`src/gb_sys_config.svh`:
```
`ifndef GB_SYS_CONFIG_SVH
`define GB_SYS_CONFIG_SVH

// ------------------------------------------------------------
// io register addresses
// ------------------------------------------------------------
`define GB_ADDR_JOY        16'hff00 // P1 joypad select
`define GB_ADDR_IF         16'hff0f // interrupt flags
`define GB_ADDR_KEY1       16'hff4d // speed switch
`define GB_ADDR_BOOT       16'hff50 // boot rom disable
`define GB_ADDR_SVBK       16'hff70 // wram bank
`define GB_ADDR_IE         16'hffff // interrupt enable
`define GB_ADDR_SPARE_BASE 16'hff72 // first of ff72..ff75

// ram sizes, as address widths
`define GB_WRAM_AW 15 // 8 banks of 4k
`define GB_HRAM_AW 7  // ff80..fffe

// interrupts
`define GB_IRQ_N        5
`define GB_IRQ_VEC_BASE 8'h40
`define GB_IRQ_VEC_STEP 8

// misc values
`define GB_OPEN_BUS     8'hff
`define GB_BOOT_OFF_GBC 8'h11 // colour boot rom exit value
`define GB_SVBK_RST     3'd1  // bank after reset

`endif

```
`src/gb_sys_pkg.sv`:
```
`default_nettype none

package gb_sys_pkg;

	// ------------------------------------------------------------
	// cpu side of the core
	// ------------------------------------------------------------
	typedef struct packed {
		logic [15:0] addr;  // cpu address
		logic [7:0]  wdata; // cpu data out
		logic        rd;    // read strobe
		logic        wr;    // write strobe
		logic        ack;   // irq acknowledge level
		logic        stop;  // STOP executed
	} cpu_bus_t;

	typedef struct packed {
		logic is_gbc;   // colour hardware
		logic gbc_game; // colour cartridge
	} mode_t;

	// event levels from the blocks outside the core
	typedef struct packed {
		logic vblank;
		logic lcdc;
		logic timer;
		logic serial;
	} irq_src_t;

	// one-hot decode result
	typedef struct packed {
		logic joy;
		logic if_r;
		logic ie;
		logic key1;
		logic svbk;
		logic boot;
		logic spare72;
		logic spare73;
		logic spare74;
		logic spare75;
		logic wram; // c000..fdff plus ff80..fffe
	} sel_t;

endpackage

`default_nettype wire

```
`src/gb_bus_ctrl.sv`:
```
`timescale 1ns/1ps
`default_nettype none

`include "gb_sys_config.svh"

module gb_bus_ctrl (
	input  wire                   clk_sys,
	input  wire                   reset_ss,
	input  gb_sys_pkg::cpu_bus_t  bus,
	input  gb_sys_pkg::mode_t     mode,
	input  wire logic             boot_rom_on,
	input  wire logic [7:0]       irq_rdata,
	input  wire logic [7:0]       ram_rdata,
	input  wire logic [7:0]       reg_rdata,
	input  wire logic [7:0]       irq_vec,
	output gb_sys_pkg::sel_t      sel,
	output logic [7:0]            cpu_di
);

	logic [15:0] a;
	logic        cgb_io;   // colour-only regs visible
	logic        sel_irq;  // byte comes from irq block
	logic        sel_reg;  // byte comes from sys regs
	logic        ram_q;    // last cycle was a ram read

	assign a = bus.addr;

	// svbk also works while the boot rom runs a mono game
	assign cgb_io = mode.is_gbc & (mode.gbc_game | boot_rom_on);

	// ------------------------------------------------------------
	// address decode
	// ------------------------------------------------------------
	always_comb begin
		sel = '0;
		sel.joy  = (a == `GB_ADDR_JOY);
		sel.if_r = (a == `GB_ADDR_IF);
		sel.ie   = (a == `GB_ADDR_IE);
		sel.boot = (a == `GB_ADDR_BOOT);
		sel.key1 = mode.is_gbc & mode.gbc_game & (a == `GB_ADDR_KEY1);
		sel.svbk = cgb_io & (a == `GB_ADDR_SVBK);
		// spare regs, ff74 only for colour games
		sel.spare72 = mode.is_gbc & (a == `GB_ADDR_SPARE_BASE);
		sel.spare73 = mode.is_gbc & (a == `GB_ADDR_SPARE_BASE + 16'd1);
		sel.spare74 = mode.is_gbc & mode.gbc_game & (a == `GB_ADDR_SPARE_BASE + 16'd2);
		sel.spare75 = mode.is_gbc & (a == `GB_ADDR_SPARE_BASE + 16'd3);
		// c000..fdff incl. echo, then high ram below ie
		sel.wram = ((a[15:14] == 2'b11) & ~&a[13:9]) |
			((&a[15:7]) & (a != `GB_ADDR_IE));
	end

	assign sel_irq = sel.if_r | sel.ie;
	assign sel_reg = sel.joy | sel.key1 | sel.svbk |
		sel.spare72 | sel.spare73 | sel.spare74 | sel.spare75;

	// ram data shows up one edge late, so the region flag follows it
	always_ff @(posedge clk_sys) begin
		if (reset_ss) begin
			ram_q <= 1'b0;
		end else begin
			ram_q <= sel.wram & bus.rd; // same enable as the ram read port
		end
	end

	// ------------------------------------------------------------
	// read data mux
	// ------------------------------------------------------------
	always_comb begin
		if (bus.ack)
			cpu_di = irq_vec;       // vector fetch
		else if (sel_irq)
			cpu_di = irq_rdata;     // if / ie
		else if (sel_reg)
			cpu_di = reg_rdata;     // p1, key1, svbk, spares
		else if (ram_q)
			cpu_di = ram_rdata;     // wram, echo, hram
		else
			cpu_di = `GB_OPEN_BUS;  // nothing decoded
	end

	// decode regions never overlap
	a_sel_onehot: assert property (@(posedge clk_sys) disable iff (reset_ss)
		$onehot0(sel));

endmodule

`default_nettype wire

```
`config.mk`:
```
export PLATFORM = sky130hd
export DESIGN_NAME = gb_bus_ctrl
export DESIGN_NICKNAME = d
export VERILOG_FILES = /design/src/gb_sys_pkg.sv /design/src/gb_bus_ctrl.sv
export VERILOG_INCLUDE_DIRS = /design/src
export SDC_FILE = /design/constraint.sdc
export NUM_CORES = 1
export LEC_CHECK = 0
export ABC_AREA = 0
export BUFFER_PORTS_ARGS = -buffer_cell sky130_fd_sc_hd__buf_2
export CORE_UTILIZATION = 35
export DETAILED_ROUTE_END_ITERATION = 16
export GPL_ROUTABILITY_DRIVEN = 0
export PLACE_DENSITY_LB_ADDON = 0.3
export SLEW_MARGIN = 20
export SYNTH_ARGS = -nofsm -noshare
export SYNTH_HDL_FRONTEND = slang
export SYNTH_SLANG_ARGS = --single-unit
```
`constraint.sdc`:
```
create_clock -name clk_sys -period 4.5 [get_ports clk_sys]
set_input_delay 1.125 -clock clk_sys [delete_from_list [all_inputs] [get_ports clk_sys]]
set_output_delay 1.125 -clock clk_sys [all_outputs]
set_load 0.01 [all_outputs]
```
### Yosys cells after proc, flatten, opt, wreduce, memory -nomap -nowiden

Cells that the tools add are included.

* add/sub/neg operators: 0
* $mul: 0
* equal/unequal tests: 12
* multiplexer cells: 4
* divide/modulo/power cells: 0
* bitwise operators: 20
* magnitude comparators: 0
* shift-type cells: 0
* reduce and logical (&&, ||, !) cells: 3

Operators by type and width (number)
* $eq A16 B16 Y1 const B: 10
* $mux W8: 4
* $ne A16 B16 Y1 const B: 1
* $and A1 B1 Y1: 11
* $or A1 B1 Y1: 9
* $reduce_and A9 Y1: 1
* $reduce_and A5 Y1: 1
* $eq A2 B2 Y1 const B: 1
* $logic_not A1 Y1: 1

* ROM bits: 0
* latch bits: 0
* output and inout port bits: 19
* memory bits (writable): 0
* bits of input ports: 65
* memories kept: 0
* word-level logic and storage cells: 40
* register bits: 1

### Longest topological paths before layout

* word-level depth: 11
* mapped depth: 5
* depth with buffers taken out: 5

### Worst setup path before layout

OpenSTA, ideal clock, no wires.

* path type: input to output
* start: input bus[16] (netlist bit)
* end: output cpu_di[0]
* arrival: 2.578 ns
* buffers on the path: 0
* path slack: 0.797 ns
* stages: 5
* required time: 3.375 ns
* cell sequence: or4_4 -> a2111oi_4 -> nor2_4 -> o211ai_4 -> o211ai_1

* cells in the longest elaborated chain, start to end: 11
* elaborated cells on any way between the ends: 25
* those cells by class: eq/ne: 9; mux: 3; bitwise: 13

Ends and longest elaborated chain
* from (decl): RTL line gb_bus_ctrl.sv:9 `input gb_sys_pkg::cpu_bus_t bus,`
* $eq A16 B16 Y1 (no source line)
* $and A1 B1 Y1: RTL line gb_bus_ctrl.sv:40 `` sel.key1 = mode.is_gbc & mode.gbc_game & (a == `GB_ADDR_KEY1); ``
* $or A1 B1 Y1 (3 in series): RTL line gb_bus_ctrl.sv:53 `assign sel_reg = sel.joy | sel.key1 | sel.svbk |`
* $or A1 B1 Y1 (3 in series): RTL line gb_bus_ctrl.sv:54 `sel.spare72 | sel.spare73 | sel.spare74 | sel.spare75;`
* $mux W8: RTL line gb_bus_ctrl.sv:73 `else if (sel_reg)`
* $mux W8 (*): RTL line gb_bus_ctrl.sv:71 `else if (sel_irq)`
* $mux W8 (*): RTL line gb_bus_ctrl.sv:69 `if (bus.ack)`
* to (decl): RTL line gb_bus_ctrl.sv:17 `output logic [7:0] cpu_di`

Every way passes the cells marked *; elsewhere a longest branch is shown, timed or not.

### Worst setup path after layout

Ends and elaborated chain as after synthesis.

==> results by group <==
Logic synthesis
  • Ranking of synthesized cells by area: o211ai_1 18%, and3b_2 11%, a21oi_1 7.2%
  • Count leader, synth: o211ai_1
  • Post-synth top flop: dfxtp_1
  • Ys Warns: 0
  • Post-Synth Simple-Gate Area: 0.583
  • Yosys top cell area share: 0.182
  • Post-synthesis compound-gate area fraction: 0.372
  • Syn Area/Cell: 7.14 um^2
  • Yosys reg bits: 1
  • Post-Syn Nets: 163
  • Cells after Synth: 98
  • Synth area leader: o211ai_1
  • Synthesized area: 699 um^2
  • Unique cell type count in the Yosys netlist: 33
  • Sequential area share after synthesis: 0.0286
  • Async S/R FF share, synth: 0
  • Post-synth top cells: 17 x o211ai_1, 10 x a21oi_1, 10 x nor2_1
  • Mux cell area share after synthesis: 0
  • Post-synthesis xor/xnor area fraction: 0
  • EDFF count, synth: 0
  • Largest family of logic cells by synthesized area: simple AND/OR/NAND/NOR gates
  • Post-synthesis adder-cell area fraction: 0

Cells and area
  • Layout Area Growth over Synthesis: 55.6%
  • Ratio of cells with drive above 1 in the final layout: 0.512
  • Fin nets: 237
  • Largest regs: ram_q x1
  • Number of diodes: 0
  • Largest Register: ram_q
  • Max FFs per register: 1

Worst setup path
  • CP required: 3.38 ns
  • Kind of critical path: in2out
  • CP Cell Sequence: buf_2 -> or4_4 -> a2111oi_4 -> nor2_4 -> o211ai_4 -> o211ai_1 -> buf_2
  • Buffers plus inverters on the worst setup path: 2
  • CP Launch Type: input pin
  • Critical path's largest stage delay: 0.61 ns
  • Crit path max-delay family: compound AO/OA/AOI/OAI gates
  • Top cell by count, worst path: buf_2
  • Critical Path AT: ~3.1 ns
  • CP max-delay cell: a2111oi_4
  • Worst setup EP type: output pin
  • Critical path peak fanout: 9

Power
  • Seq pwr share: 0.139
  • Combinational power share: 0.861
  • Sw frac: 0.429
  • PD cells: 64.1 nW/um^2
  • Switch Pwr: 30.0 uW
  • Clock Power Share: 0
  • VDD IR-drop max: roughly 0.059 mV
  • Final Power: 69.8 uW
  • Internal power: 39.8 uW
  • Pleak: 0.508 nW

Drt
  • # DRC: 0
  • Antenna viol nets, final: 0
  • Drt first pass iters: 4
  • Initial DRC count: 14
  • Via count: 1,060
  • WL/cell: about 12 um
  • Wirelength, routed: 2350 um
  • Via density: 5.44

Global route
  • First-pass GRT wire length: 3350 um
  • Total track usage: 0.206
  • Initial antenna violation count: 0
  • Vias in the first global route: around 840
  • Largest net degree at the start of global routing: 18
  • Grt ovf: 0

Clock network
  • Post-cts resize count: 0
  • Post-CTS setup buffers: 0
  • Worst-path clk slew: 0 ns
  • Hold buffers post-CTS: 0

Die
  • Chip Height: 46.7 um
  • Die Area: 2180 um^2
  • Initial Util: 0.388
  • Die X: roughly 47 um
  • Core area: 1800 um^2
  • Site Rows: 15
  • Num ports: 84

Placed design
  • Port bufs: 73
  • Detail Placement HPWL: 1970 um

STA
  • Setup TNS: 0 ns
  • Tmin final: 4.21 ns
  • Max-slew violations: 0
  • Hold Fails Final Rpt: 0
  • Crit share post-route: 0.935
  • Unrepaired setup endpoints after global routing: no
  • Slew HR: 0.572
  • Fmax: about 0.24 GHz
  • Setup Viol. Count Final: 0
  • Worst-Margin Slew: 0.641 ns

Hold path
  • WHS Path Cells: 2
  • HP Class: in2reg
  • Worst Hold Launch: bus[3]
  • End of the worst hold path: ram_q$_SDFF_PP0_

Run
  • Max-Cap Viols: 0

Outcome
  • Status: finished clean
[power by group through the flow]
stage / combinational (mW) / sequential, mW / clock (mW)
CTS: 0.0598 / 0.00975 / 0
global route: 0.0663 / 0.00980 / 0
detailed placement: 0.0597 / 0.00975 / 0
finish: 0.0601 / 0.00972 / 0
global placement: 0.0580 / 0.00973 / 0
floorplan: 0.0240 / 0.00952 / 0
[cells in the final DEF (no fill, tap or decap), types with 2 or more instances in the layout]
master	count
nand2_1	4
nor2_1	10
nor3_1	4
nor4_1	3
and4b_1	2
nor3b_1	2
nand4_1	4
nand3_1	5
o211ai_1	17
and3b_2	8
a21oi_1	10
buf_2	73
nor2b_1	8
[cell type report]
type	count	area, um^2
Sequential cell	1	20.0
Timing Repair Buffer	73	365
Multi-Input combinational cell	95	668
Fill cell	184	713
Tap cell	25	31.3
Inverter	1	3.75
[cell families (layout without fill, tap and decap cells)]
kind of cell,Yosys count,count (layout)
AOI/OAI and AO/OA,33,33
DFF,1,1
buffers and inverters,2,74
and+or+nand+nor,62,62
[per-layer routing]
layer / global-route usage / vias to the layer above / share of wire
met1: 0.254 / 468 / 0.44
met3: 0.00392 / 2 / 0.058
met2: 0.400 / 42 / 0.49
li1: - / 548 / -
met4: 0.0286 / 0 / 0.0081
met5: 0 / - / 0
[metrics by stage]
stage | std cells | worst slack (ns) | util | hold WS (ns) | area (um^2)
after global placement | 195 | 0.352 | 0.604 | 1.37 | 1090
after global routing | 195 | 0.213 | 0.604 | 1.40 | 1090
after CTS | 195 | 0.287 | 0.604 | 1.37 | 1090
after floorplan | 98 | 0.797 | - | 1.29 | 699
after detailed placement | 195 | 0.298 | 0.604 | 1.37 | 1090
final | 195 | 0.292 | 0.604 | 1.37 | 1090
[worst max path at each step]
stage,depth (start not counted),slack [ns],startpoint,endpoint
floorplan,5,0.80,bus[16],cpu_di[0]
global placement,7,0.35,bus[16],cpu_di[0]
detailed placement,7,0.30,bus[16],cpu_di[0]
CTS,7,0.29,bus[16],cpu_di[0]
global route,7,0.21,bus[16],cpu_di[5]
finish,7,0.29,bus[16],cpu_di[0]
Power figures use the tool's default switching activity.
