[src/gb_sys_config.svh]
`ifndef GB_SYS_CONFIG_SVH
`define GB_SYS_CONFIG_SVH

// ------------------------------------------------------------
// io register addresses
// ------------------------------------------------------------
`define GB_ADDR_JOY        16'hff00 // P1 joypad select
`define GB_ADDR_IF         16'hff0f // interrupt flags
`define GB_ADDR_KEY1       16'hff4d // speed switch
`define GB_ADDR_BOOT       16'hff50 // boot rom disable
`define GB_ADDR_SVBK       16'hff70 // wram bank
`define GB_ADDR_IE         16'hffff // interrupt enable
`define GB_ADDR_SPARE_BASE 16'hff72 // first of ff72..ff75

// ram sizes, as address widths
`define GB_WRAM_AW 15 // 8 banks of 4k
`define GB_HRAM_AW 7  // ff80..fffe

// interrupts
`define GB_IRQ_N        5
`define GB_IRQ_VEC_BASE 8'h40
`define GB_IRQ_VEC_STEP 8

// misc values
`define GB_OPEN_BUS     8'hff
`define GB_BOOT_OFF_GBC 8'h11 // colour boot rom exit value
`define GB_SVBK_RST     3'd1  // bank after reset

`endif

[src/gb_sys_pkg.sv]
`default_nettype none

package gb_sys_pkg;

	// ------------------------------------------------------------
	// cpu side of the core
	// ------------------------------------------------------------
	typedef struct packed {
		logic [15:0] addr;  // cpu address
		logic [7:0]  wdata; // cpu data out
		logic        rd;    // read strobe
		logic        wr;    // write strobe
		logic        ack;   // irq acknowledge level
		logic        stop;  // STOP executed
	} cpu_bus_t;

	typedef struct packed {
		logic is_gbc;   // colour hardware
		logic gbc_game; // colour cartridge
	} mode_t;

	// event levels from the blocks outside the core
	typedef struct packed {
		logic vblank;
		logic lcdc;
		logic timer;
		logic serial;
	} irq_src_t;

	// one-hot decode result
	typedef struct packed {
		logic joy;
		logic if_r;
		logic ie;
		logic key1;
		logic svbk;
		logic boot;
		logic spare72;
		logic spare73;
		logic spare74;
		logic spare75;
		logic wram; // c000..fdff plus ff80..fffe
	} sel_t;

endpackage

`default_nettype wire

[src/gb_sys_regs.sv]
`timescale 1ns/1ps
`default_nettype none

`include "gb_sys_config.svh"

module gb_sys_regs (
	input  wire                   clk_sys,
	input  wire                   reset_ss,
	input  wire                   ce,
	input  gb_sys_pkg::cpu_bus_t  bus,
	input  gb_sys_pkg::sel_t      sel,
	input  gb_sys_pkg::mode_t     mode,
	input  wire logic [3:0]       joy_din,
	input  wire logic [2:0]       svbk,
	output logic [7:0]            reg_rdata,
	output logic [1:0]            joy_p54,
	output logic                  speed,
	output logic                  boot_rom_on
);

	logic [1:0] p54;
	logic       prepare;   // key1 bit 0
	logic [7:0] ff72;
	logic [7:0] ff73;
	logic [7:0] ff74;
	logic [2:0] ff75;      // bits 6..4 only
	logic       wr_ce;
	logic       boot_off;  // exit value seen

	assign wr_ce = ce & bus.wr;

	// colour boot rom writes 11, mono one any odd value
	assign boot_off = mode.is_gbc ? (bus.wdata == `GB_BOOT_OFF_GBC) : bus.wdata[0];

	// ------------------------------------------------------------
	// control registers
	// ------------------------------------------------------------
	always_ff @(posedge clk_sys) begin
		if (reset_ss) begin
			p54         <= mode.is_gbc ? 2'b11 : 2'b00;
			prepare     <= 1'b0;
			speed       <= 1'b0;
			boot_rom_on <= 1'b1;
			ff72        <= '0;
			ff73        <= '0;
			ff74        <= '0;
			ff75        <= '0;
		end else if (ce) begin
			if (wr_ce && sel.joy)     p54     <= bus.wdata[5:4];
			if (wr_ce && sel.key1)    prepare <= bus.wdata[0];
			if (wr_ce && sel.spare72) ff72    <= bus.wdata;
			if (wr_ce && sel.spare73) ff73    <= bus.wdata;
			if (wr_ce && sel.spare74) ff74    <= bus.wdata;
			if (wr_ce && sel.spare75) ff75    <= bus.wdata[6:4];
			if (wr_ce && sel.boot && boot_off)
				boot_rom_on <= 1'b0; // one way until reset
			// stop with prepare armed flips the speed
			if (mode.is_gbc && prepare && bus.stop) begin
				speed   <= ~speed;
				prepare <= 1'b0;
			end
		end
	end

	assign joy_p54 = p54;

	// read byte for own regs and svbk
	always_comb begin
		reg_rdata = `GB_OPEN_BUS;
		if (sel.joy)     reg_rdata = {2'b11, p54, joy_din};
		if (sel.key1)    reg_rdata = {speed, 6'h3f, prepare};
		if (sel.svbk)    reg_rdata = {5'h1f, svbk};
		if (sel.spare72) reg_rdata = ff72;
		if (sel.spare73) reg_rdata = ff73;
		if (sel.spare74) reg_rdata = ff74;
		if (sel.spare75) reg_rdata = {1'b1, ff75, 4'hf};
	end

endmodule

`default_nettype wire

[config.mk]
export PLATFORM = sky130hd
export DESIGN_NAME = gb_sys_regs
export DESIGN_NICKNAME = d
export VERILOG_FILES = /design/src/gb_sys_pkg.sv /design/src/gb_sys_regs.sv
export VERILOG_INCLUDE_DIRS = /design/src
export SDC_FILE = /design/constraint.sdc
export NUM_CORES = 1
export LEC_CHECK = 0
export ABC_CLOCK_PERIOD_IN_PS = 1600
export BUFFER_PORTS_ARGS = -buffer_cell sky130_fd_sc_hd__buf_2
export CAP_MARGIN = 20
export CORE_MARGIN = 3
export CORE_UTILIZATION = 47
export DETAILED_ROUTE_END_ITERATION = 7
export GPL_TIMING_DRIVEN = 0
export PLACE_DENSITY = 0.86
export SYNTH_ARGS = -nofsm -noshare
export SYNTH_HDL_FRONTEND = slang
export SYNTH_SLANG_ARGS = --single-unit
[constraint.sdc]
create_clock -name clk_sys -period 1.6 [get_ports clk_sys]
set_clock_uncertainty 0.1 [all_clocks]
set_input_delay 0.16 -clock clk_sys [delete_from_list [all_inputs] [get_ports clk_sys]]
set_output_delay 0.16 -clock clk_sys [all_outputs]
set_load 0.01 [all_outputs]
* Word-level counts from Yosys, hierarchy flattened
Cells that the tools add are included.
Operators by class: equal/unequal tests 1, muxes and demuxes 14, bitwise gates (word level) 2, reductions and logical operators 21
Operator list (number):
- 8-bit two-way mux | 6
- 2-bit AND reduction | 8
- 1-bit logical AND | 10
- 8-bit by 5-bit equality test with 1-bit output (second input constant) | 1
- 2-bit two-way mux | 4
- 6-bit two-way mux | 1
- 2-bit nonzero test | 3
- 1-bit two-way mux | 3
- 1-bit AND | 1
- 1-bit inverter | 1
Word-level totals: flip-flop bits (word level) 32, input port bits 51, output and inout bits 12, word-level logic and storage cells 46

* Longest topological paths before layout
word-level depth 7, depth in mapped cells 5, gate-level depth less buffers 4

* Worst setup path before layout
OpenSTA, ideal clock, no wires.
path type register to output, start point register speed, end point output port reg_rdata[7], arrival 1.161 ns, data required time 1.340 ns, path slack 0.179 ns, stages on the path, launching flop included 5, buffers on the path 0, path through dfxtp_1 > or4b_1 > o21ai_0 > o21ai_1 > a21o_1
Between the ends: word-level cells in the longest chain between the ends 6
RTL lines:
- start, declared | line gb_sys_regs.sv:17 | output logic speed,
- start signal, assigned | line gb_sys_regs.sv:59 | speed <= ~speed;
- 8-bit two-way mux | line gb_sys_regs.sv:71 | if (sel.key1) reg_rdata = {speed, 6'h3f, prepare};
- 8-bit two-way mux | line gb_sys_regs.sv:72 | if (sel.svbk) reg_rdata = {5'h1f, svbk};
- 8-bit two-way mux | line gb_sys_regs.sv:73 | if (sel.spare72) reg_rdata = ff72;
- 8-bit two-way mux | line gb_sys_regs.sv:74 | if (sel.spare73) reg_rdata = ff73;
- 8-bit two-way mux | line gb_sys_regs.sv:75 | if (sel.spare74) reg_rdata = ff74;
- 8-bit two-way mux | line gb_sys_regs.sv:76 | if (sel.spare75) reg_rdata = {1'b1, ff75, 4'hf};
- end, declared | line gb_sys_regs.sv:15 | output logic [7:0] reg_rdata,
Every way passes these cells.

* Final worst setup path
Same ends and word-level chain as after synthesis.

==> flow_summary.toml <==
[status]
run_status = "complete, but fails checks"
failed_checks = "setup timing"

[timing]
post_layout_min_period_ns = 1.89
final.setup.worst_slack_ns = -0.289
finalHoldWorstSlack_ns = 0.0118
finalMaxSlewViolations = 0
setup_repair_after_global_routing_missed_its_margin = "true"
maxClockFrequency_mhz = 529
hold_viol = 0
final_min_period_over_clock_period_pct = 118
final-setup-viol-count = 7
slew-limit-headroom_pct = 65.4
transition_time_at_the_pin_with_the_least_slew_margin_ns = 0.519

[worst_setup_path]
crit_path_frequent_cell = "sky130_fd_sc_hd__o21ai_1"
ff2ff_path_depth = 4
worst_path_dominant_cell_family = "simple AND/OR/NAND/NOR gates"
timing.critical_path.slowest_cell_delay_ns = 0.48
crit_path_start_kind = "register"
critical_path_buf_inv_count = 1
rr_startpoint = "prepare"
critical_path_class = "register to primary output"
critical_path_peak_fanout = 2
worst_r2r_endpoint = "speed"
rrSetupSlack_ns = 0.60
worstSetupEndpointType = "primary output"
worst_setup_startpoint = "speed"
worstPathArrival_ns = 1.63
required_ns = 1.34
critical_path.cell_chain = "or4b_1 > o21ai_1 > o21ai_1 > a21o_1 > buf_2"
slowest_stage = "sky130_fd_sc_hd__or4b_1"

[worst_hold_path]
path_category_of_the_worst_min_delay_check = "input port to register"
min_delay_path_depth = 3
worst_hold_path_startpoint = "mode[1]"
holdPathEnd = "boot_rom_on"

[logic_synthesis]
synth.top_cell.area_share_pct = 38.4
postSynthRegisterBits = 32
syn_area_um2 = 1560
async_s_r_ff_share_synth_pct = 0
post_synthesis_instance_total = 202
synth_largest_area_cell = "sky130_fd_sc_hd__dfxtp_1"
ys_top_cells_by_area = "sky130_fd_sc_hd__dfxtp_1 (38%), sky130_fd_sc_hd__a21oi_1 (12%), sky130_fd_sc_hd__nand2_1 (7.9%)"
yosys.cell_count.top_type = "sky130_fd_sc_hd__a21oi_1"
syn_area_per_cell_um2 = 7.74
synth_top_cells_by_count = "sky130_fd_sc_hd__a21oi_1 (36), sky130_fd_sc_hd__nand2_1 (33), sky130_fd_sc_hd__dfxtp_1 (30), sky130_fd_sc_hd__nand3_1 (24), sky130_fd_sc_hd__nor2_1 (9)"
synth_edf_count = 2
synth.yosys.warnings = 0
synth_seq_area_share_pct = 42.3
synth.lib_cells_used.distinct = 35
synth_flop_cell = "sky130_fd_sc_hd__dfxtp_1"
synth_nets = 253

[cts]
total_clock_sinks = 32
post_cts_hold_buffer_count = 0
cts_root_buffer = "sky130_fd_sc_hd__clkbuf_4"
cts.reportedPaths.clkPinSlew_ns = 0.10
htree_levels = 2
max-clock-path-buffers = 2
clock_insertion_delay_worst_skew_ns = 0.33
cts_made_buffers = 5
cts_tree = "done"

[power]
seq_power_share_pct = 52.6
power_leakage_uw = 0.000765
ir_drop_mv = 0.572
comb_power_share_pct = 17.2
cellPowerDensity_nw_per_um2 = 844
switching_share_pct = 29.0
power_frac_clock_pct = 30.2
total_switching_power_uw = 470
internal_power_uw = 1150

[floorplan]
dieArea_um2 = 4050
io-pin-count = 63
core_region_area_um2 = 3100
dieWidth_um = 63.7
floorplan.die.height_um = 63.7
placementRows = 20
initial_core_utilization_pct = 50.4

[routing]
wl_um = 4560
drt-vias-per-instance = 5.67
drt_iter0_drcs = 207
dr.pass1.iters = 4
drt_drc_violations_left = 0
ant_nets = 0
via_count = 1668
avgRoutedWirePerCell_um = 15.5

[final_layout]
areaGrowthSynthToFinish_pct = 22.9
fin_cells = 294
antenna_cells_inserted = 0
proportion_of_layout_cells_with_a_drive_suffix_above_1_pct = 27.2
final_area_um2 = 1920
final_net_count = 300

[global_routing]
grt_antenna_before_repair = 0
grt-ovfl-total = 0
grt_max_degree = 11
global_route_wire_length_before_repair_um = 7530
grt_use_total_pct = 23.7
vias_in_the_first_global_route = 1575

[placement]
pre_cts_ws_ns = -0.0441
dp.final_hpwl_um = 3210
place.detailed.instances = 284
place.port_buffers = 38
placedInstanceArea_um2 = 1810
gpl.final_weighted_congestion = 0.871

[flow_run]
drv_cap = 0
metrics by stage:
stage                     total power (µW)  util, %  TNS (ns)
after global routing                  1690     61.9     -1.26
after floorplan                       1010        -         0
after CTS                             1610     61.9    -0.778
after detailed placement              1130     58.3   -0.0904
after global placement                1130     58.3    -0.113
final                                 1620     61.9    -0.860
sequential cells by signal, indices dropped and copies added, names as in the netlist:
register / count
ff75: 3
ff74: 8
speed: 1
prepare: 1
boot_rom_on: 1
joy_p54: 2
ff73: 8
ff72: 8
worst max path at each step:
stage,end,slack (ns),depth (start not counted)
detailed placement,reg_rdata[2],-0.04,7
CTS,reg_rdata[7],-0.29,5
floorplan,reg_rdata[7],0.18,4
finish,reg_rdata[7],-0.29,5
global placement,reg_rdata[2],-0.05,7
global route,reg_rdata[7],-0.33,5
metal layers:
| layer | global-route usage, % | wire (µm) | up-vias |
|---|---|---|---|
| li1 | - | - | 813 |
| met1 | 30.3 | 1880 | 772 |
| met2 | 38.2 | 2210 | 74 |
| met3 | 5.53 | 391 | 9 |
| met4 | 9.70 | 71 | 0 |
| met5 | 0 | 0 | - |
worst register-to-register path: stages (launching register included):
cell                      delay (ns)
sky130_fd_sc_hd__dfxtp_2        0.36
sky130_fd_sc_hd__buf_4          0.12
sky130_fd_sc_hd__nand4_1        0.08
sky130_fd_sc_hd__xor2_1         0.16
sky130_fd_sc_hd__nor2_1         0.05
final cells by class:
type                            count  area, µm²
Multi-Input combinational cell    145        827
Sequential cell                    32        664
Inverter                           11       41.3
Tap cell                           44       55.1
Buffer                             14       66.3
Clock inverter                      2       10.0
Clock buffer                        6       51.3
Fill cell                         299       1180
Timing Repair Buffer               40        205
power groups by stage:
stage | Combinational, µW | Clock [µW] | Sequential [µW]
after global placement | 259 | 0 | 868
after global routing | 304 | 530 | 856
after detailed placement | 261 | 0 | 869
after CTS | 271 | 491 | 852
after floorplan | 146 | 0 | 868
final | 278 | 489 | 853
logic make-up after synthesis:
group / synth area share, %
multiplexers: 2.56
AND/OR/NAND/NOR: 25.0
AO/OA/AOI/OAI: 22.8
buffers and inverters: 6.81
flip-flops: 42.3
XOR/XNOR: 0.561
cells in the final DEF, fill, tap and decap left out, types with 2 or more instances in the layout:
cell	synthesis	final
sky130_fd_sc_hd__buf_2	4	42
sky130_fd_sc_hd__dfxtp_2	0	3
sky130_fd_sc_hd__o21ai_0	4	3
sky130_fd_sc_hd__o22ai_1	3	2
sky130_fd_sc_hd__nand4_1	2	2
sky130_fd_sc_hd__edfxtp_1	2	2
sky130_fd_sc_hd__a21o_1	2	2
sky130_fd_sc_hd__clkinv_2	0	2
sky130_fd_sc_hd__o21ai_1	3	4
sky130_fd_sc_hd__dfxtp_1	30	27
sky130_fd_sc_hd__nor2_1	9	9
sky130_fd_sc_hd__clkbuf_1	8	7
sky130_fd_sc_hd__o221ai_1	3	2
sky130_fd_sc_hd__o211ai_1	2	2
sky130_fd_sc_hd__clkbuf_4	0	5
sky130_fd_sc_hd__or4_1	2	2
sky130_fd_sc_hd__nor3b_1	2	2
sky130_fd_sc_hd__a31oi_1	3	3
sky130_fd_sc_hd__nand2b_1	2	2
sky130_fd_sc_hd__buf_4	0	2
sky130_fd_sc_hd__a21oi_1	36	36
sky130_fd_sc_hd__inv_2	3	4
sky130_fd_sc_hd__nand3_1	24	24
sky130_fd_sc_hd__nand2_1	33	33
sky130_fd_sc_hd__mux2i_1	4	4
sky130_fd_sc_hd__inv_1	8	7
repair_timing:
item                                    in CTS  in global routing
endpoints found under the setup margin       7                  8
gates cloned                                 0                  0
gates resized for setup                     10                  2
buffers inserted                             2                  0
pin swaps                                    5                  2
Power figures use the tool's default switching activity.
