**config.mk**
```make
export PLATFORM = sky130hd
export DESIGN_NAME = gb_irq_ctrl
export DESIGN_NICKNAME = d
export VERILOG_FILES = /design/src/gb_sys_pkg.sv /design/src/gb_irq_ctrl.sv
export VERILOG_INCLUDE_DIRS = /design/src
export SDC_FILE = /design/constraint.sdc
export NUM_CORES = 1
export LEC_CHECK = 0
export BUFFER_PORTS_ARGS = -buffer_cell sky130_fd_sc_hd__buf_2
export CELL_PAD_IN_SITES_DETAIL_PLACEMENT = 1
export CELL_PAD_IN_SITES_GLOBAL_PLACEMENT = 2
export CORE_MARGIN = 2
export CORE_UTILIZATION = 22
export DETAILED_ROUTE_END_ITERATION = 16
export PLACE_DENSITY_LB_ADDON = 0.2
export SLEW_MARGIN = 5
export SYNTH_ARGS = -nofsm -noshare
export SYNTH_HDL_FRONTEND = slang
export SYNTH_SLANG_ARGS = --single-unit
```
**constraint.sdc**
```tcl
create_clock -name clk_sys -period 1.05 [get_ports clk_sys]
set_input_delay 0.105 -clock clk_sys [delete_from_list [all_inputs] [get_ports clk_sys]]
set_output_delay 0.105 -clock clk_sys [all_outputs]
set_load 0.005 [all_outputs]
```
**src/gb_sys_config.svh**
```systemverilog
`ifndef GB_SYS_CONFIG_SVH
`define GB_SYS_CONFIG_SVH

// ------------------------------------------------------------
// io register addresses
// ------------------------------------------------------------
`define GB_ADDR_JOY        16'hff00 // P1 joypad select
`define GB_ADDR_IF         16'hff0f // interrupt flags
`define GB_ADDR_KEY1       16'hff4d // speed switch
`define GB_ADDR_BOOT       16'hff50 // boot rom disable
`define GB_ADDR_SVBK       16'hff70 // wram bank
`define GB_ADDR_IE         16'hffff // interrupt enable
`define GB_ADDR_SPARE_BASE 16'hff72 // first of ff72..ff75

// ram sizes, as address widths
`define GB_WRAM_AW 15 // 8 banks of 4k
`define GB_HRAM_AW 7  // ff80..fffe

// interrupts
`define GB_IRQ_N        5
`define GB_IRQ_VEC_BASE 8'h40
`define GB_IRQ_VEC_STEP 8

// misc values
`define GB_OPEN_BUS     8'hff
`define GB_BOOT_OFF_GBC 8'h11 // colour boot rom exit value
`define GB_SVBK_RST     3'd1  // bank after reset

`endif

```
**src/gb_sys_pkg.sv**
```systemverilog
`default_nettype none

package gb_sys_pkg;

	// ------------------------------------------------------------
	// cpu side of the core
	// ------------------------------------------------------------
	typedef struct packed {
		logic [15:0] addr;  // cpu address
		logic [7:0]  wdata; // cpu data out
		logic        rd;    // read strobe
		logic        wr;    // write strobe
		logic        ack;   // irq acknowledge level
		logic        stop;  // STOP executed
	} cpu_bus_t;

	typedef struct packed {
		logic is_gbc;   // colour hardware
		logic gbc_game; // colour cartridge
	} mode_t;

	// event levels from the blocks outside the core
	typedef struct packed {
		logic vblank;
		logic lcdc;
		logic timer;
		logic serial;
	} irq_src_t;

	// one-hot decode result
	typedef struct packed {
		logic joy;
		logic if_r;
		logic ie;
		logic key1;
		logic svbk;
		logic boot;
		logic spare72;
		logic spare73;
		logic spare74;
		logic spare75;
		logic wram; // c000..fdff plus ff80..fffe
	} sel_t;

endpackage

`default_nettype wire

```
**src/gb_irq_ctrl.sv**
```systemverilog
`timescale 1ns/1ps
`default_nettype none

`include "gb_sys_config.svh"

module gb_irq_ctrl (
	input  wire                   clk_sys,
	input  wire                   reset_ss,
	input  wire                   ce,
	input  gb_sys_pkg::cpu_bus_t  bus,
	input  gb_sys_pkg::sel_t      sel,
	input  gb_sys_pkg::irq_src_t  irq_src,
	input  wire logic [3:0]       joy_din,
	output logic [7:0]            irq_rdata,
	output logic [7:0]            irq_vec,
	output logic                  irq_n
);

	logic [`GB_IRQ_N-1:0] if_q;    // pending flags
	logic [7:0]           ie_q;    // enable mask with all bits r/w
	logic [`GB_IRQ_N-1:0] pend;    // enabled and pending
	logic [`GB_IRQ_N-1:0] lowest;  // highest priority pending
	logic [3:0]           src;     // sources in flag order
	logic [3:0]           src_q;
	logic [3:0]           joy_d1;
	logic [3:0]           joy_d2;
	logic                 ack_q;
	logic [`GB_IRQ_N-1:0] if_nxt;

	// bit 0 vblank .. bit 3 serial
	assign src = {irq_src.serial, irq_src.timer, irq_src.lcdc, irq_src.vblank};

	assign pend   = if_q & ie_q[`GB_IRQ_N-1:0];
	assign lowest = pend & (~pend + 1'b1); // isolate lowest set bit
	assign irq_n  = ~|pend;

	// upper if bits read as ones
	assign irq_rdata = sel.if_r ? {3'b111, if_q} : ie_q;

	// ------------------------------------------------------------
	// vector 40/48/50/58/60
	// ------------------------------------------------------------
	always_comb begin
		irq_vec = 8'h00;
		for (int i = `GB_IRQ_N - 1; i >= 0; i--) begin
			if (pend[i])
				irq_vec = `GB_IRQ_VEC_BASE + 8'(i * `GB_IRQ_VEC_STEP);
		end
	end

	// next flags with events first and the ack clear last
	always_comb begin
		if_nxt = if_q;
		if_nxt[3:0] = if_nxt[3:0] | (src & ~src_q);   // rising edges
		if (|(~joy_d1 & joy_d2))
			if_nxt[4] = 1'b1;                          // any joypad line fell
		if (ack_q & ~bus.ack)
			if_nxt = if_nxt & ~lowest;                 // ack just ended
	end

	always_ff @(posedge clk_sys) begin
		if (reset_ss) begin
			if_q   <= '0;
			ie_q   <= '0;
			src_q  <= '0;
			joy_d1 <= '0;
			joy_d2 <= '0;
			ack_q  <= 1'b0;
		end else if (ce) begin
			src_q  <= src;
			joy_d1 <= joy_din;
			joy_d2 <= joy_d1; // two stage delay on the lines
			ack_q  <= bus.ack;
			if_q   <= if_nxt;
			// cpu writes win over events
			if (bus.wr && sel.if_r)
				if_q <= bus.wdata[`GB_IRQ_N-1:0];
			if (bus.wr && sel.ie)
				ie_q <= bus.wdata;
		end
	end

	// an enabled event edge pulls the request low one edge later
	a_irq_req: assert property (@(posedge clk_sys) disable iff (reset_ss)
		(ce && |(src & ~src_q & ie_q[3:0]) && !(bus.wr && (sel.if_r || sel.ie)) &&
		!(ack_q && !bus.ack)) |=> !irq_n);

endmodule

`default_nettype wire

```
# Word-level counts from Yosys, hierarchy flattened

Index checks and enable logic that the tools add are counted.

Flip-flop bits (word level): 26
Latch bits: 0
Memory bits (writable): 0
ROM bits: 0
Logic and storage cells: 34
Memories: 0

$add $sub $neg: 1
$mul: 0
Div/mod/pow operators: 0
Order comparisons: 0
Eq/ne operators: 0
Shift operators: 0
Muxes and demuxes: 9
Bitwise logic cells: 12
Reductions and logical operators: 6

Operators by type and width:

| operator            | number |
|---|---|
| $mux 8              | 5 |
| $and 5x5->5         | 3 |
| $mux 5              | 2 |
| $not 5->5           | 2 |
| $and 4x4->4         | 2 |
| $not 4->4           | 2 |
| $mux 7              | 1 |
| $add 5x1->5 const B | 1 |
| $reduce_or 5->1     | 1 |
| $or 4x4->4          | 1 |
| $reduce_or 4->1     | 1 |
| $logic_and 1x1->1   | 2 |
| $reduce_and 2->1    | 1 |
| $and 1x1->1         | 1 |
| $logic_not 1->1     | 1 |
| $mux 1              | 1 |
| $not 1->1           | 1 |

# Depth between registers and ports, before layout

Gate-level depths: netlist of the first run.

Depth after elaboration: 8
Gate-level depth with buffers: 5
Depth with buffers taken out: 4

# Worst setup path before layout of the first run

No wires, ideal clock.

Path kind: register to register
Start: register if_q[0]
End: register if_q[2]
Library setup time: 0.119 ns
Arrival: 0.885 ns
Data required time: 0.931 ns
Slack: 0.046 ns
Stages on the path, launching flop included: 5
Buffers on the path: 0
Path through: dfxtp_1 -> a22oi_2 -> nand4_2 -> nor2_1 -> nor4_2

Cells in the longest elaborated chain, start to end: 8

RTL lines:

| what                     | RTL line          | source |
|---|---|---|
| start: declaration       | gb_irq_ctrl.sv:19 | `` logic [`GB_IRQ_N-1:0] if_q; `` |
| start signal: assignment | gb_irq_ctrl.sv:74 | `if_q <= if_nxt;` |
| start signal: assignment | gb_irq_ctrl.sv:77 | `` if_q <= bus.wdata[`GB_IRQ_N-1:0]; `` |
| $and 5x5->5              | gb_irq_ctrl.sv:33 | `` assign pend = if_q & ie_q[`GB_IRQ_N-1:0]; `` |
| $not 5->5                | gb_irq_ctrl.sv:34 | `assign lowest = pend & (~pend + 1'b1);` |
| $add 5x1->5              | gb_irq_ctrl.sv:34 |  |
| $and 5x5->5              | gb_irq_ctrl.sv:34 |  |
| $not 5->5                | gb_irq_ctrl.sv:58 | `if_nxt = if_nxt & ~lowest;` |
| $and 5x5->5              | gb_irq_ctrl.sv:58 |  |
| $mux 5                   | gb_irq_ctrl.sv:57 | `if (ack_q & ~bus.ack)` |
| $mux 5                   | gb_irq_ctrl.sv:76 | `if (bus.wr && sel.if_r)` |

No other way between the ends.
A chain may end at the register's enable or synchronous reset.

# Final worst setup path of the first run

Start: register if_q[0]
End: output port irq_vec[4]

Cells in the longest elaborated chain, start to end: 2

RTL lines:

| what             | RTL line          | source |
|---|---|---|
| $and 5x5->5      | gb_irq_ctrl.sv:33 |  |
| $mux 8           | gb_irq_ctrl.sv:46 | `if (pend[i])` |
| end: declaration | gb_irq_ctrl.sv:15 | `output logic [7:0] irq_vec,` |

No other way between the ends.

==> results of run 1 <==
==> power by group through the flow <==
stage / Sequential [mW] / Clock (mW) / Combinational (mW)
2_1_floorplan: 1.09 / 0 / 0.206
6_report: 1.08 / 0.851 / 0.436
3_5_place_dp: 1.10 / 0 / 0.351
4_1_cts: 1.08 / 0.875 / 0.398
5_1_grt: 1.09 / 0.946 / 0.480
3_3_place_gp: 1.10 / 0 / 0.341
==> worst register-to-register path: stages (launching register included) <==
cell	delay (ps)
dfxtp_2	350
a22oi_2	260
buf_4	150
buf_4	100
nand4_4	130
nor2_2	130
nor4_2	60
==> layout make-up <==
class / instances / area, sq um
flip-flops and latches: 26 / 542
repair buffers: 58 / 445
clock buffers: 3 / 41.3
well taps: 72 / 90.1
clock inverters: 1 / 30.0
fillers: 657 / 3650
multi-input cells: 100 / 742
inverters: 8 / 30.0
==> state kept, by name (all words and copies together) (netlist names) <==
| register | flops |
|---|---|
| if_q | 5 |
| ack_q | 1 |
| ie_q | 8 |
| src_q | 4 |
| joy_d2 | 4 |
| joy_d1 | 4 |
==> final timing paths <==
kind	startpoint	endpoint	slack [ps]
min	bus[11]	ie_q[7]$_SDFFE_PP0P_	70
max	if_q[0]$_SDFFE_PP0P_	irq_vec[4]	-330
min reg2reg	src_q[1]$_SDFFE_PP0P_	src_q[1]$_SDFFE_PP0P_	490
max reg2reg	if_q[0]$_SDFFE_PP0P_	if_q[2]$_SDFFE_PP0P_	-230
==> cells in the mapped netlist <==
master     count
nor2_1        27
dfxtp_1       26
mux2i_1       20
inv_1          8
buf_4          6
nand2_1        6
a21oi_1        5
mux2_2         5
nand3_1        4
o21ai_0        4
or2_2          3
a22oi_1        2
buf_2          2
nand4_1        2
nor4_2         2
a2111oi_2      1
a211oi_1       1
a21o_1         1
a22oi_2        1
and2b_2        1
buf_1          1
buf_6          1
clkbuf_1       1
conb_1         1
nand2_4        1
nand2b_1       1
nand3_2        1
nand4_2        1
nand4b_1       1
nor2b_1        1
nor4_1         1
o21ai_1        1
o21ai_2        1
o221ai_1       1
o22ai_1        1
==> stage by stage <==
stage / setup slack (ps) / instances / cell area [sq um] / power, mW / hold WS, ps
after global placement: -29.1 / 254 / 1610 / 1.44 / 339
final: -331 / 268 / 1920 / 2.37 / 65.0
after CTS: -293 / 263 / 1830 / 2.35 / 61.8
after global routing: -433 / 268 / 1920 / 2.52 / 63.7
after floorplan: 45.7 / 145 / 1300 / 1.30 / 249
after detailed placement: -63.7 / 254 / 1610 / 1.45 / 353
==> repair_timing <==
action | CTS | global route
pin swaps | 9 | 7
resized for setup | 34 | 13
buffers inserted | 5 | 6
endpoints found under the setup margin | 17 | 18
==> cell families (layout without fill, tap and decap cells) <==
family / Yosys count / in the layout
other cells: 1 / 4
mux: 25 / 25
flops: 26 / 26
buf+inv: 19 / 70
simple gates: 52 / 52
compound gates: 19 / 19
==> per-layer routing <==
layer  up-vias  track usage, %  wire length, microns
met3         6            1.91                   182
li1        587               -                     -
met1       552            15.6                  1780
met2        34            20.9                  1880
met4         0            3.56                    76
met5         -               0                     0
==> results.sh, run 1 <==
export IMPL_run_status="finished, violations left"
export IMPL_violations="setup timing"
export IMPL_endpoint_kind="output pin"
export IMPL_cts_path_max_buffers=2
export IMPL_max_cap_violations=0
export IMPL_hpwlAfterDp_mm=2.64
export IMPL_path_clk_slew_ps=100
export IMPL_swShare_pct=24.4
export IMPL_crit_path_cell_trace="a22oi_2, buf_4, nor2b_1, buf_2"
export IMPL_yosysTopAreaCellShare_pct=40.5
export IMPL_drv_slew=0
export IMPL_grt_max_degree=27
export IMPL_synthTopCellsByArea="dfxtp_1 40%, mux2i_1 16%, nor2_1 7.9%"
export IMPL_cp_num_cells=4
export IMPL_initial_utilization_pct=23.1
export IMPL_synthCells=142
export IMPL_die_area_sq_um=6470
export IMPL_setup_viol=15
export IMPL_crit_path_start_kind="flip-flop"
export IMPL_power_frac_comb_pct=18.4
export IMPL_max_freq_mhz=724
export IMPL_finalHoldViolCount=0
export IMPL_placementRows=27
export IMPL_syn_avg_cell_area_sq_um=9.06
export IMPL_ys_warn_count=0
export IMPL_grt_pass1_wl_mm=6.13
export IMPL_path_class="reg -> out"
export IMPL_hold_depth=3
export IMPL_antenna_found_initial=0
export IMPL_synth_top_family_by_area="simple AND/OR/NAND/NOR gates"
export IMPL_r2r_cells=6
export IMPL_final_common_cell="buf_2"
export IMPL_io_pins=67
export IMPL_overflow=0
export IMPL_p_sw_mw=0.579
export IMPL_layout_min_cycle_time_ps=1380
export IMPL_wirelength_mm=3.92
export IMPL_clkPwrFrac_pct=35.9
export IMPL_wl_per_cell_microns=14.6
export IMPL_n_antenna_cell=0
export IMPL_gr_usage_all_layers_pct=12.2
export IMPL_crit_required_ps=940
export IMPL_routed_via_count=1179
export IMPL_synth_compound_area_share_pct=10.2
export IMPL_crit_slowest_cell="dfxtp_2"
export IMPL_drt_initial_drc_count=53
export IMPL_intPower_mw=1.79
export IMPL_path_buf_inv=2
export IMPL_clk_latency_ps=270
export IMPL_remaining_drc_errors=0
export IMPL_synth_xor_area_share_pct=0
export IMPL_ir_worst_vdd_mv=0.465
export IMPL_cts_buffers=3
export IMPL_worst_slack_ps=-331
export IMPL_power_frac_seq_pct=45.7
export IMPL_yosysTopAreaCell="dfxtp_1"
export IMPL_fin_tns_setup_ps=-2930
export IMPL_cts_tree="done"
export IMPL_clock_sinks=26
export IMPL_port_buffers=35
export IMPL_gp_congestion=0.751
export IMPL_cp_data_arrival_time_ps=1280
export IMPL_first_pass_iters=4
export IMPL_skew_ps=2.27
export IMPL_drt_antenna_violating_nets=0
export IMPL_core_area_sq_um=5570
export IMPL_rsz0062_at_grt="true"
export IMPL_crit_path_max_fanout=3
export IMPL_syn_area_sq_um=1290
export IMPL_hp_class="in -> reg"
export IMPL_area_growth_pct=49.3
export IMPL_cts_root_buffer="clkbuf_8"
export IMPL_ctsHoldBuffers=0
export IMPL_ys_seq_elements=26
export IMPL_post_route_util_pct=34.5
export IMPL_synth_adder_area_share_pct=0
export IMPL_max_stage_delay_ps=350
export IMPL_layout_common_cells="27 x buf_2, 25 x nor2_1, 20 x mux2i_1, 15 x buf_4, 14 x buf_6"
export IMPL_via_per_inst=4.40
export IMPL_synth_area_mux_share_pct=19.9
export IMPL_power_density_nw_per_um2=1230
export IMPL_leakage_nw=0.905
export IMPL_grt_pass1_vias=1258
export IMPL_yosysSeqAreaShare_pct=40.5
export IMPL_period_share_pct=132
export IMPL_die_h_microns=80.5
export IMPL_cp_top_family="flip-flops"
export IMPL_die_w_microns=80.5
export IMPL_finalNetCount=247
export IMPL_h_tree_depth=1
export IMPL_ys_types=35
export IMPL_drive_gt1_share_pct=50.5
export IMPL_synthSimpleGateAreaFrac_pct=21.0
No activity file was read; power rests on OpenSTA's default activity.
==> run 2: changes to the inputs <==
--- a/config.mk
+++ b/config.mk
@@ -11,9 +11,11 @@
 export CELL_PAD_IN_SITES_GLOBAL_PLACEMENT = 2
 export CORE_MARGIN = 2
 export CORE_UTILIZATION = 22
+export CTS_CLUSTER_SIZE = 10
 export DETAILED_ROUTE_END_ITERATION = 16
 export PLACE_DENSITY_LB_ADDON = 0.2
 export SLEW_MARGIN = 5
 export SYNTH_ARGS = -nofsm -noshare
 export SYNTH_HDL_FRONTEND = slang
 export SYNTH_SLANG_ARGS = --single-unit
+export TNS_END_PERCENT = 20
==> run 2 against run 1 <==
Effect of this change: the flow still finishes with violations (setup timing); sequential share of layout area rose by 1.9 points; setup slack improved by 41 ps; non-clock buffer count is 8 lower; largest cell class unchanged.
==> results.sh, run 2 (synthesis gave the netlist of run 1 again) <==
export IMPL_crit_path_cell_trace="a22oi_2, buf_4, nor2b_1, buf_2"
export IMPL_max_cap_violations=0
export IMPL_drt_initial_drc_count=47
export IMPL_drt_antenna_violating_nets=0
export IMPL_crit_required_ps=940
export IMPL_wl_per_cell_microns=13.7
export IMPL_clock_sinks=26
export IMPL_routed_via_count=1139
export IMPL_crit_path_start_kind="flip-flop"
export IMPL_max_freq_mhz=746
export IMPL_hp_class="in -> reg"
export IMPL_clk_latency_ps=270
export IMPL_grt_pass1_wl_mm=5.67
export IMPL_p_total_mw=2.31
export IMPL_ir_worst_vdd_mv=0.458
export IMPL_cts_root_buffer="clkbuf_8"
export IMPL_skew_ps=3.89
export IMPL_hpwlAfterDp_mm=2.64
export IMPL_crit_slowest_cell="dfxtp_2"
export IMPL_area_growth_pct=38.1
export IMPL_grt_max_degree=27
export IMPL_grt_pass1_vias=1189
export IMPL_wirelength_mm=3.57
export IMPL_drive_gt1_share_pct=45.7
export IMPL_die_h_microns=80.5
export IMPL_largest_reg_flops=8
export IMPL_die_area_sq_um=6470
export IMPL_fin_tns_setup_ps=-2580
export IMPL_ctsHoldBuffers=0
export IMPL_max_stage_delay_ps=340
export IMPL_path_buf_inv=2
export IMPL_cp_top_family="flip-flops"
export IMPL_leakage_nw=0.841
export IMPL_setup_viol=15
export IMPL_die_w_microns=80.5
export IMPL_drv_slew=0
export IMPL_power_density_nw_per_um2=1300
export IMPL_core_area_sq_um=5570
export IMPL_run_status="finished, violations left"
export IMPL_gp_congestion=0.751
export IMPL_top_register="ie_q"
export IMPL_violations="setup timing"
export IMPL_cts_tree="done"
export IMPL_h_tree_depth=1
export IMPL_final_common_cell="buf_2"
export IMPL_layout_min_cycle_time_ps=1340
export IMPL_cp_data_arrival_time_ps=1240
export IMPL_path_class="reg -> out"
export IMPL_top_regs="ie_q: 8 flops, if_q: 5 flops"
export IMPL_via_per_inst=4.38
export IMPL_overflow=0
export IMPL_io_pins=67
export IMPL_first_pass_iters=4
export IMPL_gr_usage_all_layers_pct=11.2
export IMPL_final_seq_area_sq_um=534
export IMPL_antenna_found_initial=0
export IMPL_cts_path_max_buffers=2
export IMPL_endpoint_kind="output pin"
export IMPL_initial_utilization_pct=23.1
export IMPL_path_clk_slew_ps=100
export IMPL_remaining_drc_errors=0
export IMPL_finalNetCount=239
export IMPL_rsz0062_at_grt="true"
export IMPL_finalHoldViolCount=0
export IMPL_placementRows=27
export IMPL_port_buffers=35
export IMPL_crit_path_max_fanout=3
export IMPL_n_antenna_cell=0
export IMPL_multiInputGateArea_sq_um=714
export IMPL_layout_common_cells="33 x buf_2, 26 x nor2_1, 20 x mux2i_1, 17 x dfxtp_1, 10 x buf_4"
export IMPL_post_route_util_pct=31.9
export IMPL_nFillCells=677
export IMPL_cts_buffers=3
export IMPL_period_share_pct=128
export IMPL_worst_slack_ps=-291
run 2: timing repair:
action,CTS,global route
setup endpoints to repair,17,18
pin swaps,3,3
resized for setup,11,13
cloned,0,0
buffers inserted,1,1
hold endpoints to repair,0,0
run 2: path summary, 6_finish.rpt:
| check | startpoint | end | slack [ps] | cells after the start |
|---|---|---|---|---|
| setup / recovery | if_q[0]$_SDFFE_PP0P_ | irq_vec[4] | -290 | 4 |
| hold / removal | bus[11] | ie_q[7]$_SDFFE_PP0P_ | 60 | 3 |
| setup reg to reg | if_q[0]$_SDFFE_PP0P_ | if_q[2]$_SDFFE_PP0P_ | -180 | 6 |
| hold reg to reg | src_q[1]$_SDFFE_PP0P_ | src_q[1]$_SDFFE_PP0P_ | 490 | 2 |
run 2: stage by stage:
step           cell area (sq um)  instances  hold WS, ps  setup slack (ps)
5_1_grt                     1780        260         64.4              -414
6_report                    1780        260         62.0              -291
2_1_floorplan               1300        145          249              45.7
3_3_place_gp                1610        254          339             -29.1
4_1_cts                     1720        259         61.9              -293
3_5_place_dp                1610        254          353             -63.7
run 2: worst register-to-register path, delay by kind of cell, from the launching register on:
kind	cells	cell delay [ps]
AOI/OAI and AO/OA	1	230
DFF	1	340
buffers and inverters	2	240
and+or+nand+nor	3	300
run 2: final cells by class:
class	count	share of cell area [%]
Clock buffer	3	2.32
Clock inverter	1	1.69
Inverter	8	1.69
Multi-Input combinational cell	100	40.2
Sequential cell	26	30.1
Tap cell	72	5.07
Timing Repair Buffer	50	18.9
run 2: routing by layer:
layer  vias to the layer above  global-route usage, %  wire length (microns)
li1                        569                      -                      -
met4                         0                   2.54                     15
met2                        30                   18.8                   1700
met3                         2                   1.80                    167
met5                         -                      0                      0
met1                       538                   15.1                   1690
run 2: report_power, final:
group,switching (mW),internal (mW)
combinational,0.178,0.195
sequential,0.0422,1.04
clock,0.339,0.510
